<file path="src/include/axi_ram_defs.svh">
`ifndef AXI_RAM_DEFS_SVH
`define AXI_RAM_DEFS_SVH

// normal access response, the only code this slave returns
`define RESP_OKAY 2'b00

// data bytes per beat
// expands against AXI_DATA_W, so axi_ram_pkg must be in scope
`define BEAT_BYTES (AXI_DATA_W / 8)

`endif

</file>
<file path="src/hw/axi_ram_pkg.sv">
package axi_ram_pkg;
    `include "axi_ram_defs.svh"

    localparam int AXI_ID_W   = 4;
    localparam int AXI_ADDR_W = 16;              // byte address
    localparam int AXI_DATA_W = 32;
    localparam int LANES      = `BEAT_BYTES;     // one byte memory per lane
    localparam int LANE_OFS   = $clog2(LANES);   // byte offset bits within a word

    typedef enum logic [1:0] {
        BURST_FIXED = 2'd0,
        BURST_INCR  = 2'd1,
        BURST_WRAP  = 2'd2,
        BURST_RSVD  = 2'd3    // addressed like INCR
    } burst_e;

    typedef enum logic [1:0] {WR_IDLE, WR_DATA, WR_RESP} wr_state_e;
    typedef enum logic [1:0] {RD_IDLE, RD_FETCH, RD_SEND} rd_state_e;

    // AW and AR share one request layout
    typedef struct packed {
        logic [AXI_ID_W-1:0]   id;
        logic [AXI_ADDR_W-1:0] addr;
        logic [7:0]            len;
        burst_e                burst;
    } axi_addr_req_t;

    typedef struct packed {
        logic [AXI_DATA_W-1:0] data;
        logic [LANES-1:0]      strb;
        logic                  last;
    } axi_w_beat_t;

    typedef struct packed {
        logic [AXI_ID_W-1:0] id;
        logic [1:0]          resp;
    } axi_b_resp_t;

    typedef struct packed {
        logic [AXI_ID_W-1:0]   id;
        logic [AXI_DATA_W-1:0] data;
        logic [1:0]            resp;
        logic                  last;
    } axi_r_beat_t;

    // write request fanned out to every byte lane
    typedef struct packed {
        logic [LANES-1:0]      en;
        logic [AXI_ADDR_W-1:0] word;    // word address, lanes keep the low bits
        logic [AXI_DATA_W-1:0] data;
    } lane_wr_t;

    function automatic logic [AXI_ADDR_W-1:0] next_beat_addr(
        input logic [AXI_ADDR_W-1:0] addr,
        input burst_e                burst,
        input logic [7:0]            len
    );
        logic [AXI_ADDR_W-1:0] incr;
        logic [AXI_ADDR_W-1:0] wrap_mask;
        incr      = (addr & ~AXI_ADDR_W'(`BEAT_BYTES - 1)) + AXI_ADDR_W'(`BEAT_BYTES);
        // wrap block is (len+1) beats, a power of two for legal WRAP lengths
        wrap_mask = (AXI_ADDR_W'(len) + AXI_ADDR_W'(1)) * AXI_ADDR_W'(`BEAT_BYTES)
                    - AXI_ADDR_W'(1);
        case (burst)
            BURST_FIXED: next_beat_addr = addr;
            BURST_WRAP:  next_beat_addr = (addr & ~wrap_mask) | (incr & wrap_mask);
            default:     next_beat_addr = incr;
        endcase
    endfunction

endpackage

</file>
<file path="src/hw/axi_write_engine.sv">
`timescale 1ns/1ps
`include "axi_ram_defs.svh"

module axi_write_engine
    import axi_ram_pkg::*;
#(
    parameter int MEM_AW = 10
) (
    input  logic          S_AXI_ACLK,
    input  logic          S_AXI_ARESETN,
    input  axi_addr_req_t aw_req,
    input  logic          aw_valid,
    output logic          aw_ready,
    input  axi_w_beat_t   w_beat,
    input  logic          w_valid,
    output logic          w_ready,
    output logic          b_valid,
    output axi_b_resp_t   b_resp,
    input  logic          b_ready,
    output lane_wr_t      lane_wr
);
    wr_state_e             state;
    logic [AXI_ID_W-1:0]   burst_id;     // returned on B
    logic [AXI_ADDR_W-1:0] beat_addr;    // byte address of the current beat
    logic [7:0]            burst_len;    // only shapes WRAP bursts
    burst_e                burst_type;
    logic                  aw_fire;
    logic                  w_fire;
    logic                  b_fire;

    // handshake outputs come straight from the state
    assign aw_ready = (state == WR_IDLE);
    assign w_ready  = (state == WR_DATA);
    assign b_valid  = (state == WR_RESP);

    assign aw_fire = aw_valid && aw_ready;
    assign w_fire  = w_valid && w_ready;
    assign b_fire  = b_valid && b_ready;

    always_ff @(posedge S_AXI_ACLK) begin
        if (!S_AXI_ARESETN) begin
            state <= WR_IDLE;
        end else begin
            case (state)
                WR_IDLE: begin
                    if (aw_fire) begin
                        state <= WR_DATA;
                    end
                end
                WR_DATA: begin
                    // burst length is taken from wlast, not from awlen
                    if (w_fire && w_beat.last) begin
                        state <= WR_RESP;
                    end
                end
                WR_RESP: begin
                    if (b_fire) begin
                        state <= WR_IDLE;
                    end
                end
                default: begin
                    state <= WR_IDLE;
                end
            endcase
        end
    end

    // burst context, loaded on AW and stepped per beat
    always_ff @(posedge S_AXI_ACLK) begin
        if (aw_fire) begin
            burst_id   <= aw_req.id;
            beat_addr  <= aw_req.addr;
            burst_len  <= aw_req.len;
            burst_type <= aw_req.burst;
        end else if (w_fire) begin
            beat_addr <= next_beat_addr(beat_addr, burst_type, burst_len);
        end
    end

    // lanes write at the edge that completes the W handshake
    always_comb begin
        lane_wr.en   = w_fire ? w_beat.strb : '0;
        // high address bits dropped, memory aliases over its size
        lane_wr.word = AXI_ADDR_W'(beat_addr[MEM_AW+LANE_OFS-1:LANE_OFS]);
        lane_wr.data = w_beat.data;
    end

    assign b_resp = '{id: burst_id, resp: `RESP_OKAY};

endmodule

</file>
<file path="config.mk">
export PLATFORM = sky130hd
export DESIGN_NAME = axi_write_engine
export DESIGN_NICKNAME = d
export VERILOG_FILES = /design/src/hw/axi_ram_pkg.sv /design/src/hw/axi_write_engine.sv
export VERILOG_INCLUDE_DIRS = /design/src /design/src/include
export SDC_FILE = /design/constraint.sdc
export NUM_CORES = 1
export LEC_CHECK = 0
export ABC_CLOCK_PERIOD_IN_PS = 3900
export BUFFER_PORTS_ARGS = -buffer_cell sky130_fd_sc_hd__buf_2
export CORE_AREA = 3 3 74 69
export DETAILED_ROUTE_END_ITERATION = 10
export DIE_AREA = 0 0 77 72
export PLACE_DENSITY = 0.84
export SYNTH_ARGS = -nofsm -noshare
export SYNTH_HDL_FRONTEND = slang
export SYNTH_SLANG_ARGS = --single-unit
export TNS_END_PERCENT = 10
</file>
<file path="constraint.sdc">
create_clock -name S_AXI_ACLK -period 3.9 [get_ports S_AXI_ACLK]
set_clock_uncertainty 0.05 [all_clocks]
set_input_delay 0 -clock S_AXI_ACLK [delete_from_list [all_inputs] [get_ports S_AXI_ACLK]]
set_output_delay 0 -clock S_AXI_ACLK [all_outputs]
set_load 0.1 [all_outputs]
</file>
# Word-level counts from Yosys, hierarchy flattened
# Cells that the tools add are included.
# word_totals
register_bits	32
wordCells	36
# op_classes
n_addsub	3
eq_ne	7
n_mux	8
bitwise	4
n_reduce_logical	9
# ops
cell	n
AND 16 bit	2
two-way mux 16 bit	2
one-hot mux 16 bit (2 select lines)	1
adder 16 x 3 -> 16 bit (second input constant)	1
inverter 16 bit	1
OR 16 bit	1
subtractor 11 x 1 -> 12 bit (second input constant)	1
adder 8 x 1 -> 9 bit (second input constant)	1
two-way mux 2 bit	3
!= test 2 x 1 -> 1 bit (second input constant)	3
one-hot mux 2 bit (3 select lines)	1
== test 2 bit (second input constant)	2
logical AND 1 bit	4
zero test 2 bit	2
two-way mux 4 bit	1
AND reduction 3 bit	1
== test 2 x 1 -> 1 bit (second input constant)	1
!= test 2 bit (second input constant)	1
AND reduction 2 bit	1
nonzero test 2 bit	1

# Depth between registers and ports, before layout
# logic_depth
word_depth	8
ltp_mapped	7
ltp_nobuf	6

# Worst setup path before layout
# Ideal clock, no wire load.
# synth_timing
path_kind	flip-flop to output port
from	reg state[0]
to	out lane_wr[48] in the netlist's numbering
arrival_ns	2.843
required_ns	3.850
path_slack_ns	1.007
stages_incl_launch_ff	3
path_buffers	0
path_cell_list	dfxtp_1 > nor2b_1 > and3_1
# synth_lines
element	line_no	rtl
start, declared	axi_write_engine.sv:22	wr_state_e state;
start signal, assigned	axi_write_engine.sv:42	state <= WR_IDLE;
start signal, assigned	axi_write_engine.sv:47	state <= WR_DATA;
start signal, assigned	axi_write_engine.sv:53	state <= WR_RESP;
end, declared	axi_write_engine.sv:20	output lane_wr_t lane_wr

==> results.json <==
{
  "min_period_ps": 2290,
  "p_comb_frac": 0.461,
  "grt_use_total": 0.161,
  "cts_buffers": 3,
  "clockRootBuffer": "clkbuf_8",
  "cts_tree": "yes",
  "max_freq_ghz": 0.436,
  "hp-class": "primary input to flip-flop",
  "ys.flop_type": "edfxtp_1",
  "grt_max_degree": 27,
  "worst_path_max_delay_cell": "edfxtp_1",
  "core_mm2": 0.00440,
  "overflow": 0,
  "die_w_um": 77,
  "clk_latency_ps": 260,
  "path_class": "flip-flop to flip-flop",
  "grt_pass1_wl_um": 7410,
  "rsz0062_at_grt": "no",
  "setup.worst_path.start_class": "flip-flop",
  "instances_no_fill": 336,
  "num_antenna_cells": 0,
  "cpLargestDelayFamily": "compound AO/OA/AOI/OAI gates",
  "firstDrtPassIters": 4,
  "synth_edf_count": 24,
  "rrSetupSlack_ps": 1610,
  "dp_slack_ps": 1650,
  "drt-total-wl_um": 4740,
  "netlist_area_mm2": 0.00199,
  "reg2regPathDepth": 6,
  "ant_nets": 0,
  "syn-instance-count": 203,
  "ys_async_sr_fraction": 0,
  "fin_ws_ps": 1610,
  "ff_latch_area_um2": 761,
  "worst_pin_slew_ps": 984,
  "required_ps": 3830,
  "dieArea_mm2": 0.00554,
  "setup_tns_ps": 0,
  "avgSynthCellArea_um2": 9.78,
  "ios": 133,
  "ys_warn_count": 0,
  "critPathArrivalTime_ps": 2230,
  "cts_buffer_depth": 2,
  "grt_pass1_vias": 1583,
  "period_share": 0.588,
  "multi_input_area_um2": 878,
  "whs_ps": 27.3,
  "p_sw_mw": 0.507,
  "cts.sinks": 26,
  "p_leak_nw": 1.11,
  "final_nets": 349,
  "dp_cells": 278,
  "path_cells": "ha_1, nand2_1, a21oi_1, a31oi_1, o31a_1, nor2_1",
  "fin_util": 0.594,
  "place_area_mm2": 0.00201,
  "io_buffers": 54,
  "vias_per_cell": 5.10,
  "fill_cells": 371,
  "drt_iter0_drc": 95,
  "ys_ff_latch": 26,
  "stdcell_area_mm2": 0.00262,
  "rows": 23,
  "powerDensity_mw_per_mm2": 418,
  "post_drt_wl_per_cell_um": 14.1,
  "drc_errors": 0,
  "max_cap_violations": 0,
  "die_y_um": 72,
  "yosysUniqueCellTypes": 59,
  "p_seq_frac": 0.340,
  "path_buf_inv": 0,
  "p_total_mw": 1.09,
  "initial_utilization": 0.451,
  "vias": 1713,
  "vdd_drop_max_v": 0.000317,
  "antenna_found_initial": 0,
  "gp_congestion": 0.897,
  "reg2reg_from": "burst_len[0]$_DFFE_PP_",
  "final_max_slew_viol_count": 0,
  "p_sw_frac": 0.463,
  "setup_viol": 0,
  "crit_start": "burst_len[0]$_DFFE_PP_",
  "cts.clk_slew.worst_paths_ps": 90,
  "crit_fanout": 10,
  "area_delta_synth_final_pct": 31.8,
  "p_int_mw": 0.588,
  "status": "completed",
  "max_stage_delay_ps": 550,
  "drive_above_1_share": 0.270,
  "pwr-share-clk": 0.199,
  "endpoint_kind": "flip-flop",
  "hold_viol_final": 0,
  "slew_headroom": 0.342,
  "cp.depth": 6,
  "synth_seq_area_share": 0.383,
  "dp_hpwl_um": 3100,
  "htreeDepth": 1
}
==> repair_timing <==
| item | 4_1_cts | 5_1_grt |
|---|---|---|
| buffers inserted | 0 | 0 |
| resized for setup | 0 | 0 |
| hold endpoints to repair | 54 | 0 |
| hold buffers | 54 | 0 |
| endpoints found under the setup margin | 0 | 0 |
==> synthesized netlist by cell type (2+ instances only) <==
cell type / n / share of area
nand4_1: 2 / 0.0063
a31oi_1: 4 / 0.013
xnor2_2: 2 / 0.016
xor2_1: 5 / 0.022
o211a_1: 2 / 0.010
nand2_1: 11 / 0.021
nand3_1: 4 / 0.010
o21ai_0: 7 / 0.018
buf_2: 3 / 0.0076
a21o_1: 3 / 0.011
edfxtp_1: 24 / 0.36
nand3_2: 2 / 0.010
nor3_1: 4 / 0.010
and3_1: 6 / 0.019
buf_4: 41 / 0.16
a21oi_1: 8 / 0.020
inv_1: 4 / 0.0076
nor2_1: 14 / 0.026
nor2b_1: 5 / 0.016
xnor2_1: 8 / 0.035
ha_1: 2 / 0.013
dfxtp_1: 2 / 0.020
buf_6: 2 / 0.011
a211oi_1: 2 / 0.0076
and2_1: 2 / 0.0063
==> cell usage in the layout (no fill, tap or decap), drive strengths merged, types with 4 or more instances in the layout <==
cell | Yosys | layout
a31oi | 4 | 4
xor2 | 5 | 5
nor2b | 6 | 6
nand2 | 11 | 11
a21o | 4 | 4
buf | 46 | 54
nand3 | 6 | 6
o21ai | 7 | 7
and3 | 7 | 7
a21oi | 9 | 9
edfxtp | 24 | 24
nor2 | 14 | 14
inv | 5 | 5
conb | 1 | 8
dlygate4sd3 | 0 | 54
nor3 | 4 | 4
xnor2 | 10 | 10
==> layer usage <==
metal  global-route usage  up-vias  part of all wire  wire, um
li1                     -      821                 -         -
met1                0.204      789              0.38      1810
met2                0.286      103              0.51      2400
met3               0.0509        0              0.11       518
met4              0.00988        0                 0         0
met5                    0        -                 0         0
==> logic make-up (layout without fill, tap and decap cells) <==
family	after synthesis	in the layout	share of synthesized area
other cells	1	8	0.00189
compound gates	42	42	0.150
xor+xnor	15	15	0.0737
flops	26	26	0.383
simple gates	61	61	0.173
buf+inv	53	117	0.188
mux	3	3	0.0183
fa+ha+maj	2	2	0.0126
==> power by group through the flow <==
stage / Sequential (mW) / Clock (mW) / Combinational, mW
6_report: 0.373 / 0.218 / 0.504
5_1_grt: 0.378 / 0.236 / 0.526
4_1_cts: 0.372 / 0.220 / 0.504
3_5_place_dp: 0.379 / 0 / 0.331
3_3_place_gp: 0.377 / 0 / 0.326
2_1_floorplan: 0.483 / 0 / 0.330
==> final cells by class <==
cell class	count	share of cell area
multi-input combinational	131	0.336
timing repair buffer	108	0.310
sequential	26	0.291
tap	62	0.0296
clock buffer	3	0.0158
clock inverter	1	0.0115
inverter	5	0.00717
==> worst min-delay path by stage <==
stage | start | endpoint | slack (ps) | depth (start not counted)
floorplan | aw_req[26] | burst_id[0]$_DFFE_PP_ | 50 | 0
global placement | w_beat[19] | lane_wr[14] | -50 | 0
detailed placement | w_beat[19] | lane_wr[14] | -50 | 0
CTS | aw_req[12] | beat_addr[2]$_DFFE_PP_ | 20 | 3
global route | w_beat[0] | state[0]$_SDFFE_PN0P_ | 50 | 4
finish | aw_req[12] | beat_addr[2]$_DFFE_PP_ | 30 | 3
==> worst register-to-register path, stage by stage, from the launching register on <==
cell      delay [ps]
edfxtp_1         550
ha_1             400
nand2_1          150
a21oi_1          260
a31oi_1          140
o31a_1           340
nor2_1           110
No activity file was read; power rests on OpenSTA's default activity.
