--- config.mk ---
export PLATFORM = sky130hd
export DESIGN_NAME = axi_read_engine
export DESIGN_NICKNAME = d
export VERILOG_FILES = /design/src/hw/axi_ram_pkg.sv /design/src/hw/axi_read_engine.sv
export VERILOG_INCLUDE_DIRS = /design/src /design/src/include
export SDC_FILE = /design/constraint.sdc
export NUM_CORES = 1
export LEC_CHECK = 0
export ABC_AREA = 1
export ABC_CLOCK_PERIOD_IN_PS = 4500
export BUFFER_PORTS_ARGS = -buffer_cell sky130_fd_sc_hd__buf_2
export CAP_MARGIN = 20
export CORE_ASPECT_RATIO = 0.6
export CORE_UTILIZATION = 52
export DETAILED_ROUTE_END_ITERATION = 8
export GPL_TIMING_DRIVEN = 0
export PLACE_DENSITY = 0.95
export RECOVER_POWER = 50
export SLEW_MARGIN = 10
export SYNTH_ARGS = -nofsm -noshare
export SYNTH_HDL_FRONTEND = slang
export SYNTH_SLANG_ARGS = --single-unit
export TNS_END_PERCENT = 50
--- constraint.sdc ---
create_clock -name S_AXI_ACLK -period 4.5 [get_ports S_AXI_ACLK]
set_input_delay 0.225 -clock S_AXI_ACLK [delete_from_list [all_inputs] [get_ports S_AXI_ACLK]]
set_output_delay 0.225 -clock S_AXI_ACLK [all_outputs]
set_load 0.02 [all_outputs]
--- src/include/axi_ram_defs.svh ---
`ifndef AXI_RAM_DEFS_SVH
`define AXI_RAM_DEFS_SVH

// normal access response, the only code this slave returns
`define RESP_OKAY 2'b00

// data bytes per beat
// expands against AXI_DATA_W, so axi_ram_pkg must be in scope
`define BEAT_BYTES (AXI_DATA_W / 8)

`endif

--- src/hw/axi_ram_pkg.sv ---
package axi_ram_pkg;
    `include "axi_ram_defs.svh"

    localparam int AXI_ID_W   = 4;
    localparam int AXI_ADDR_W = 16;              // byte address
    localparam int AXI_DATA_W = 32;
    localparam int LANES      = `BEAT_BYTES;     // one byte memory per lane
    localparam int LANE_OFS   = $clog2(LANES);   // byte offset bits within a word

    typedef enum logic [1:0] {
        BURST_FIXED = 2'd0,
        BURST_INCR  = 2'd1,
        BURST_WRAP  = 2'd2,
        BURST_RSVD  = 2'd3    // addressed like INCR
    } burst_e;

    typedef enum logic [1:0] {WR_IDLE, WR_DATA, WR_RESP} wr_state_e;
    typedef enum logic [1:0] {RD_IDLE, RD_FETCH, RD_SEND} rd_state_e;

    // AW and AR share one request layout
    typedef struct packed {
        logic [AXI_ID_W-1:0]   id;
        logic [AXI_ADDR_W-1:0] addr;
        logic [7:0]            len;
        burst_e                burst;
    } axi_addr_req_t;

    typedef struct packed {
        logic [AXI_DATA_W-1:0] data;
        logic [LANES-1:0]      strb;
        logic                  last;
    } axi_w_beat_t;

    typedef struct packed {
        logic [AXI_ID_W-1:0] id;
        logic [1:0]          resp;
    } axi_b_resp_t;

    typedef struct packed {
        logic [AXI_ID_W-1:0]   id;
        logic [AXI_DATA_W-1:0] data;
        logic [1:0]            resp;
        logic                  last;
    } axi_r_beat_t;

    // write request fanned out to every byte lane
    typedef struct packed {
        logic [LANES-1:0]      en;
        logic [AXI_ADDR_W-1:0] word;    // word address, lanes keep the low bits
        logic [AXI_DATA_W-1:0] data;
    } lane_wr_t;

    function automatic logic [AXI_ADDR_W-1:0] next_beat_addr(
        input logic [AXI_ADDR_W-1:0] addr,
        input burst_e                burst,
        input logic [7:0]            len
    );
        logic [AXI_ADDR_W-1:0] incr;
        logic [AXI_ADDR_W-1:0] wrap_mask;
        incr      = (addr & ~AXI_ADDR_W'(`BEAT_BYTES - 1)) + AXI_ADDR_W'(`BEAT_BYTES);
        // wrap block is (len+1) beats, a power of two for legal WRAP lengths
        wrap_mask = (AXI_ADDR_W'(len) + AXI_ADDR_W'(1)) * AXI_ADDR_W'(`BEAT_BYTES)
                    - AXI_ADDR_W'(1);
        case (burst)
            BURST_FIXED: next_beat_addr = addr;
            BURST_WRAP:  next_beat_addr = (addr & ~wrap_mask) | (incr & wrap_mask);
            default:     next_beat_addr = incr;
        endcase
    endfunction

endpackage

--- src/hw/axi_read_engine.sv ---
`timescale 1ns/1ps
`include "axi_ram_defs.svh"

module axi_read_engine
    import axi_ram_pkg::*;
#(
    parameter int MEM_AW = 10
) (
    input  logic                  S_AXI_ACLK,
    input  logic                  S_AXI_ARESETN,
    input  axi_addr_req_t         ar_req,
    input  logic                  ar_valid,
    output logic                  ar_ready,
    input  logic                  r_ready,
    input  logic [AXI_DATA_W-1:0] lane_rdata,
    output logic                  rd_en,
    output logic [MEM_AW-1:0]     rd_word,
    output logic                  r_valid,
    output axi_r_beat_t           r_beat
);
    rd_state_e             state;
    logic [AXI_ID_W-1:0]   burst_id;
    logic [AXI_ADDR_W-1:0] beat_addr;     // address of the beat being presented
    logic [AXI_ADDR_W-1:0] next_addr;
    logic [AXI_ADDR_W-1:0] fetch_addr;    // address the lanes read this cycle
    logic [7:0]            burst_len;
    burst_e                burst_type;
    logic [7:0]            beat_cnt;      // beats already handed over
    logic                  last_beat;
    logic                  ar_fire;
    logic                  r_fire;

    assign ar_ready = (state == RD_IDLE);
    assign r_valid  = (state == RD_SEND);

    assign ar_fire   = ar_valid && ar_ready;
    assign r_fire    = r_valid && r_ready;
    assign last_beat = (beat_cnt == burst_len);

    assign next_addr  = next_beat_addr(beat_addr, burst_type, burst_len);
    assign fetch_addr = (state == RD_IDLE) ? ar_req.addr : next_addr;

    // one lane read per beat; the lanes hold their byte otherwise,
    // which keeps rdata steady while rready is low
    assign rd_en   = ar_fire || (r_fire && !last_beat);
    assign rd_word = fetch_addr[MEM_AW+LANE_OFS-1:LANE_OFS];

    always_ff @(posedge S_AXI_ACLK) begin
        if (!S_AXI_ARESETN) begin
            state    <= RD_IDLE;
            beat_cnt <= '0;
        end else begin
            case (state)
                RD_IDLE: begin
                    if (ar_fire) begin
                        state    <= RD_FETCH;
                        beat_cnt <= '0;
                    end
                end
                RD_FETCH: begin
                    state <= RD_SEND;    // lane data settles during this cycle
                end
                RD_SEND: begin
                    if (r_fire) begin
                        beat_cnt <= beat_cnt + 8'd1;
                        state    <= last_beat ? RD_IDLE : RD_FETCH;
                    end
                end
                default: begin
                    state <= RD_IDLE;
                end
            endcase
        end
    end

    // burst context
    always_ff @(posedge S_AXI_ACLK) begin
        if (ar_fire) begin
            burst_id   <= ar_req.id;
            beat_addr  <= ar_req.addr;
            burst_len  <= ar_req.len;
            burst_type <= ar_req.burst;
        end else if (r_fire && !last_beat) begin
            beat_addr <= next_addr;    // same address the lanes just fetched
        end
    end

    always_comb begin
        r_beat.id   = burst_id;
        r_beat.data = lane_rdata;    // straight from the lane registers
        r_beat.resp = `RESP_OKAY;
        r_beat.last = last_beat;
    end

endmodule

# ---- Word level (Yosys, flattened, before mapping)
# Cells that the tools add are included.
dict set report word_totals {
  word_cells 42
  out_inout_bits 52
  ff_bits 40
  input_bits 66
}
dict set report classes {
  reduce_logical 11
  mux 11
  bitwise 4
  addsub 4
  n_eq_ne 6
}
# cell count
set op_table {}
lappend op_table {{AND 16 bit} 2}
lappend op_table {{two-way mux 16 bit} 2}
lappend op_table {{one-hot mux 16 bit (2 select lines)} 1}
lappend op_table {{adder 16 x 3 -> 16 bit (second input constant)} 1}
lappend op_table {{two-way mux 8 bit} 2}
lappend op_table {{NOT 16 bit} 1}
lappend op_table {{bitwise OR 16 bit} 1}
lappend op_table {{one-hot mux 8 bit (2 select lines)} 1}
lappend op_table {{two-way mux 12 bit} 1}
lappend op_table {{subtractor 11 x 1 -> 12 bit (second input constant)} 1}
lappend op_table {{adder 8 x 1 -> 9 bit (second input constant)} 1}
lappend op_table {{adder 8 x 1 -> 8 bit (second input constant)} 1}
lappend op_table {{== test 8 bit} 1}
lappend op_table {{one-hot mux 2 bit (3 select lines)} 1}
lappend op_table {{== test 2 bit (second input constant)} 2}
lappend op_table {{logical NOT 2 bit} 2}
lappend op_table {{two-way mux 2 bit} 2}
lappend op_table {{!= test 2 x 1 -> 1 bit (second input constant)} 2}
lappend op_table {{nonzero test 2 bit} 2}
lappend op_table {{logical AND 1 bit} 3}
lappend op_table {{AND reduction 3 bit} 1}
lappend op_table {{== test 2 x 1 -> 1 bit (second input constant)} 1}
lappend op_table {{AND reduction 2 bit} 1}
lappend op_table {{logical NOT 1 bit} 1}
lappend op_table {{2 further kinds} 2}

# ---- Logic depth before layout (Yosys ltp)
# Gate-level depths: netlist of the first run.
dict set report depth {
  ltp_word 8
  ltp_mapped 14
  depth_no_buf 14
}

# ---- Worst setup path before layout of the first run
# No wires, ideal clock.
dict set report synth_timing {
  path_type {reg-to-output}
  from {reg burst_len[0]}
  to {out rd_word[7]}
  arrival_ns 1.806
  path_slack_ns 2.469
  path_buffers 0
  t_required_ns 4.275
  stages_incl_launch_ff 13
  cell_sequence {edfxtp_1 ha_1 inv_1 nand2_1 nor2_2 nand3_2 nor2_4 nand3_1 nand3_1 nand3_1 nand2_1 nand2_1 nand2_1}
}
dict set report synth_via {
  elab_chain_len 7
  word_cells_on_any_way 8
  classes_between {add/sub: 2; mux: 2; bitwise: 4}
}
# item line_no
set synth_rtl {}
lappend synth_rtl {{start, declared} axi_read_engine.sv:26} ;# logic [7:0] burst_len;
lappend synth_rtl {{start signal, assigned} axi_read_engine.sv:81} ;# burst_len <= ar_req.len;
lappend synth_rtl {{adder 8 x 1 -> 9 bit (*)} axi_ram_pkg.sv:62} ;# wrap_mask = (AXI_ADDR_W'(len) + AXI_ADDR_W'(1)) * AXI_ADDR_W'(`BEAT_BYTES)
lappend synth_rtl {{subtractor 11 x 1 -> 12 bit (*)} axi_ram_pkg.sv:62}
lappend synth_rtl {{NOT 16 bit} axi_ram_pkg.sv:66} ;# BURST_WRAP: next_beat_addr = (addr & ~wrap_mask) | (incr & wrap_mask);
lappend synth_rtl {{AND 16 bit} axi_ram_pkg.sv:66}
lappend synth_rtl {{bitwise OR 16 bit (*)} axi_ram_pkg.sv:66}
lappend synth_rtl {{one-hot mux 16 bit (2 select lines) (*)} axi_ram_pkg.sv:64} ;# case (burst)
lappend synth_rtl {{two-way mux 12 bit (*)} axi_read_engine.sv:41} ;# assign fetch_addr = (state == RD_IDLE) ? ar_req.addr : next_addr;
lappend synth_rtl {{end, declared} axi_read_engine.sv:17} ;# output logic [MEM_AW-1:0] rd_word,
# Every way passes the cells marked *; elsewhere a longest branch is shown, timed or not.

# ---- Worst setup path after layout of the first run
# Ends and elaborated chain as after synthesis.

==> out/qor.yml, run 1 <==
sta:
  max_freq_mhz: 383
  setup_viol: 0
  grt_setup_unrepaired: "false"
  final.period_utilization: 0.580
  setup-tns-final_ps: 0
  fin_crit_ps: 2610
  setup_slack_ps: 1890
  drv_slew: 0
  relSlewSlack: 0.588
  worst_pin_slew_ps: 612
  fin_skew_ps: 9.48
  hold_viol_final: 0
setup_path:
  critPathArrivalTime_ps: 2390
  crit_fanout: 7
  critPathCaptureType: "primary output"
  critical_path.startpoint_type: "flip-flop"
  crit_required_ps: 4280
  path_class: "reg2out"
place:
  place_area_um2: 3140
  dp_hpwl_mm: 5.08
  portBuffers: 77
  place_ws_ps: 2180
  place.gp.congestion: 0.916
power_and_ir_drop:
  intPower_mw: 0.616
  clkPwrFrac: 0.273
  power_mw: 0.943
  comb_power_share: 0.311
  power.switching_mw: 0.327
  peakVddDrop_v: 0.000191
  power_density_nw_per_um2: 295
  pwr-share-seq: 0.417
  p_leak_nw: 1.52
  p_sw_frac: 0.347
drt:
  drt-total-wl_mm: 6.46
  wl_per_cell_um: 12.4
  post-route-drc-count: 0
  drt-initial-drc-count: 187
  vias: 2671
  drtPass1Iterations: 5
  ant_nets: 0
  via_per_inst: 5.13
synthesis:
  synth_cell_type_count: 36
  synthArstFlopShare: 0
  ys_seq_area_frac: 0.345
  syn_area_um2: 2670
  synth_seq_cells: 34
  synthFlopType: "edfxtp_1"
  synth_edf_count: 24
  synth.avg_cell_area_um2: 7.19
  yosysWarnings: 0
  synthCells: 371
die:
  start_util: 0.561
  dieArea_um2: 5430
  dieHeight_um: 57.5
  io_pins: 118
  die_w_um: 94.5
  core_um2: 4750
  rows: 19
grt:
  antenna_found_initial: 0
  grt_pass1_wl_mm: 10.4
  grt.total_usage: 0.245
  grt_max_degree: 24
  grt_pass1_vias: 2401
  grt_overflow: 0
cells_and_area:
  diodes: 0
  drive_above_1_share: 0.242
  final_area_um2: 3190
  nets: 526
  syn_to_final_growth_pct: 19.7
min_path:
  min_path_type: "in2reg"
run:
  drv_cap: 0
clock_network:
  clk_pin_slew_worst_paths_ps: 80
  post_cts_resized: 0
  clock_sinks: 34
  hold_buffers: 0
  cts_setup_buffers: 0
  numCtsBuffers: 5
  clk_latency_ps: 290
  cts_tree: "yes"
  h-tree-depth: 2
  root_buffer: "clkbuf_8"
  clk_path_buf_depth: 2
outcome:
  status: "complete, no violations"
-- power by group through the flow --
stage,logic [mW],registers (mW),clock network (mW)
floorplan,0.214,0.395,0
global placement,0.286,0.397,0
detailed placement,0.295,0.398,0
CTS,0.297,0.392,0.260
global route,0.326,0.396,0.275
finish,0.293,0.393,0.257
-- metrics by stage --
step	hold slack, ps	std cells	utilization
5_1_grt	97.2	521	0.672
3_3_place_gp	401	512	0.659
4_1_cts	103	520	0.681
3_5_place_dp	403	512	0.659
6_report	108	521	0.672
2_1_floorplan	323	372	-
-- layer usage --
layer / share of wire / GRT usage
met5: 0 / 0
met4: 0.0015 / 0.0390
met3: 0.073 / 0.0453
met2: 0.46 / 0.398
met1: 0.46 / 0.348
-- worst max-delay path: stages (launching register included) --
cell      delay, ps
edfxtp_1        520
ha_1            360
inv_1            60
nand2_1          90
nor2_2          190
nand3_2         130
nor2_4          160
nand3_1         100
nand3_1          90
nand3_1          60
nand2_1          90
nand2_1          60
nand2_1          50
buf_2           150
-- registers in the layout (all words and copies together) (netlist names) --
name        flops
beat_addr      10
burst_id        4
burst_type      2
state           2
burst_len       8
beat_cnt        8
-- area by class of cell --
class | count | area, um2
clock inverter | 1 | 3.75
timing repair buffer | 78 | 347
sequential | 34 | 921
multi-input combinational | 244 | 1220
tap | 63 | 78.8
clock buffer | 7 | 97.6
inverter | 54 | 203
buffer | 40 | 322
fill | 430 | 1560
-- cell usage in the layout, fill, tap and decap left out, types with 4 or more instances in the layout --
cell | Yosys | routed
buf_6 | 4 | 4
inv_2 | 5 | 4
nor2_2 | 5 | 4
nor3_1 | 6 | 6
nor2_1 | 12 | 13
inv_1 | 48 | 49
o21ai_0 | 13 | 13
edfxtp_1 | 24 | 24
dfxtp_1 | 10 | 10
buf_2 | 0 | 40
a21oi_1 | 7 | 7
o21ai_1 | 6 | 6
clkbuf_1 | 0 | 38
nand2_2 | 7 | 6
nand4_1 | 9 | 9
nand3_1 | 27 | 27
xor2_1 | 7 | 7
nand2_1 | 114 | 115
clkbuf_8 | 1 | 6
buf_4 | 35 | 36
-- synth_stat cells, drive strengths merged (2+ instances only) --
| cell | number | share of area |
|---|---|---|
| xor2 | 7 | 0.023 |
| nand4 | 9 | 0.021 |
| nand3 | 30 | 0.062 |
| o22ai | 2 | 0.0047 |
| nor4 | 3 | 0.0070 |
| buf | 39 | 0.12 |
| dfxtp | 10 | 0.075 |
| ha | 3 | 0.014 |
| o211ai | 3 | 0.0084 |
| edfxtp | 24 | 0.27 |
| nor3 | 8 | 0.019 |
| nor2 | 20 | 0.041 |
| o21ai | 19 | 0.036 |
| a21oi | 7 | 0.013 |
| nor3b | 2 | 0.0056 |
| inv | 53 | 0.075 |
| nand2 | 122 | 0.18 |
-- cell families after synthesis --
| family | share of synthesized area |
|---|---|
| fa+ha+maj | 0.0141 |
| xor+xnor | 0.0263 |
| compound gates | 0.0774 |
| other cells | 0.00141 |
| simple gates | 0.339 |
| flops | 0.345 |
| buf+inv | 0.197 |
-- path summary, 6_finish.rpt --
kind                      from           end  slack [ps]  depth (start not counted)
setup / recovery  burst_len[0]    rd_word[7]        1890                         13
hold / removal      ar_req[26]   burst_id[0]         110                          1
setup reg to reg  burst_len[0]  beat_addr[9]        2330                         13
hold reg to reg       state[0]      state[1]         490                          2
No activity file was read; power rests on OpenSTA's default activity.
==> run 2: changes to the inputs <==
- ABC_CLOCK_PERIOD_IN_PS: 4500 -> 2600
- CORE_UTILIZATION: 52 -> 48
- PLACE_DENSITY: 0.95 -> 0.89
- clock period: 4.5 -> 2.6 ns (I/O delays scaled with it)
==> run 2 against run 1 <==
The flow now finishes with violations (DRC). Non-clock buffer count rose by 8. Largest power group unchanged. Worst hold slack got worse by 93 ps. Via count shrank 1.0%. Design area increased by 2.1%. Clock power increased by 50%. Die area grew 8.1%. Critical path depth shrank 6. Power grew 68%. Count of clock-buffer cells in the layout down 1.
==> out/qor.yml, run 2 (synthesized netlist as in run 1, its figures left out) <==
outcome:
  status: "finished with violations"
  violations: "DRC"
grt:
  top_usage_layer: "met2"
  grt.total_usage: 0.222
  grt_max_degree: 24
  grt_pass1_vias: 2345
  grt_pass1_wl_mm: 10.2
  grtUsageMet2: 0.353
  grt_use_met3: 0.0620
  antenna_found_initial: 0
  met1_usage: 0.306
  grt_overflow: 0
cells_and_area:
  multi_input_area_um2: 1230
  drive_above_1_share: 0.258
  nets: 534
  final_area_um2: 3260
  diodes: 0
  layout_common_cells: "nand2_1 (115), inv_1 (49), buf_4 (42)"
  largest_reg_flops: 10
  nFillCells: 493
  final_common_cell: "nand2_1"
  syn_to_final_growth_pct: 22.2
  reg.largest.list: "beat_addr: 10 flops, beat_cnt: 8 flops, burst_len: 8 flops"
  register_area_um2: 921
  top_register: "beat_addr"
sta:
  worst_pin_slew_ps: 541
  grt_setup_unrepaired: "false"
  setup-tns-final_ps: 0
  hold_viol_final: 0
  setup_viol: 0
  fin_crit_ps: 2460
  drv_slew: 0
  fin_skew_ps: 6.49
  max_freq_mhz: 406
  final.period_utilization: 0.948
  relSlewSlack: 0.636
die:
  die_w_um: 98.2
  dieArea_um2: 5870
  core_um2: 5200
  dieHeight_um: 59.7
  start_util: 0.512
  rows: 20
  io_pins: 118
place:
  portBuffers: 77
  place_area_um2: 3140
  dp_hpwl_mm: 5.01
  place.gp.congestion: 0.867
setup_path:
  crit_path_start: "burst_len[6]"
  r2r-end: "beat_addr[10]"
  crit_required_ps: 2470
  critPathArrivalTime_ps: 2330
  critPathCaptureType: "primary output"
  crit_fanout: 7
  r2r_start: "burst_len[6]"
  reg2regPathDepth: 6
  path_class: "reg2out"
  critical_path.startpoint_type: "flip-flop"
  r2r_slack_ps: 480
drt:
  via_per_inst: 4.97
  drt-initial-drc-count: 171
  post-route-drc-count: 6
  vias: 2644
  ant_nets: 0
  wl_per_cell_um: 12.2
  drtPass1Iterations: 7
  drt-total-wl_mm: 6.47
power_and_ir_drop:
  peakVddDrop_v: 0.000312
  power_density_nw_per_um2: 487
  p_leak_nw: 1.55
clock_network:
  cts_tree: "yes"
  clk_pin_slew_worst_paths_ps: 70
  clock_sinks: 34
  root_buffer: "clkbuf_8"
  numCtsBuffers: 5
  clk_path_buf_depth: 2
  h-tree-depth: 2
  clk_latency_ps: 290
run:
  drv_cap: 0
min_path:
  hp-start: "ar_req[1]"
  hold_depth: 1
  whs_endpoint: "burst_type[1]"
  min_path_type: "in2reg"
run 2: repair_timing:
item | CTS | global route
endpoints found under the setup margin | 0 | 6
endpoints found under the hold margin | 0 | 3
gates resized for setup | 0 | 4
buffers inserted | 0 | 5
hold buffers | 0 | 3
run 2: critical path, cell delays in order, from the launching register on:
cell and delay, ps:
edfxtp_1 430, inv_1 110, nand2_1 80, nand4_1 150, nor4_1 550, o21ai_1 300
buf_4 260, buf_2 170
run 2: cell type report:
type,count,share of cell area
Buffer,40,0.0987
Clock inverter,2,0.00307
Timing Repair Buffer,86,0.128
Multi-Input combinational cell,244,0.378
Tap cell,66,0.0253
Sequential cell,34,0.283
Clock buffer,6,0.0223
Inverter,54,0.0622
run 2: metrics by stage:
| stage | total power, mW | hold slack, ps | util | setup slack [ps] | instances |
|---|---|---|---|---|---|
| finish | 1.59 | 14.3 | 0.626 | 136 | 532 |
| global route | 1.69 | 3.55 | 0.626 | 7.20 | 532 |
| CTS | 1.58 | 3.88 | 0.619 | 55.2 | 523 |
| detailed placement | 1.20 | 308 | 0.603 | 371 | 515 |
| global placement | 1.19 | 306 | 0.603 | 379 | 515 |
| floorplan | 1.05 | 228 | - | 649 | 372 |
run 2: worst max path at each step:
stage,cells after the start,slack [ps],end
after detailed placement,6,370,rd_en
after global routing,14,7,rd_word[6]
after CTS,6,60,rd_en
after global placement,6,380,rd_en
final,7,140,rd_en
after floorplan,5,650,beat_addr[10]
run 2: metal layers:
layer,share of wire,vias up
met1,0.48,1183
met2,0.43,104
met4,0.0045,0
met5,0,-
met3,0.088,7
li1,-,1350
run 2: power by group:
part           internal [mW]  switching [mW]
clock                  0.186           0.199
sequential             0.636          0.0399
combinational          0.200           0.327
total                   1.02           0.566
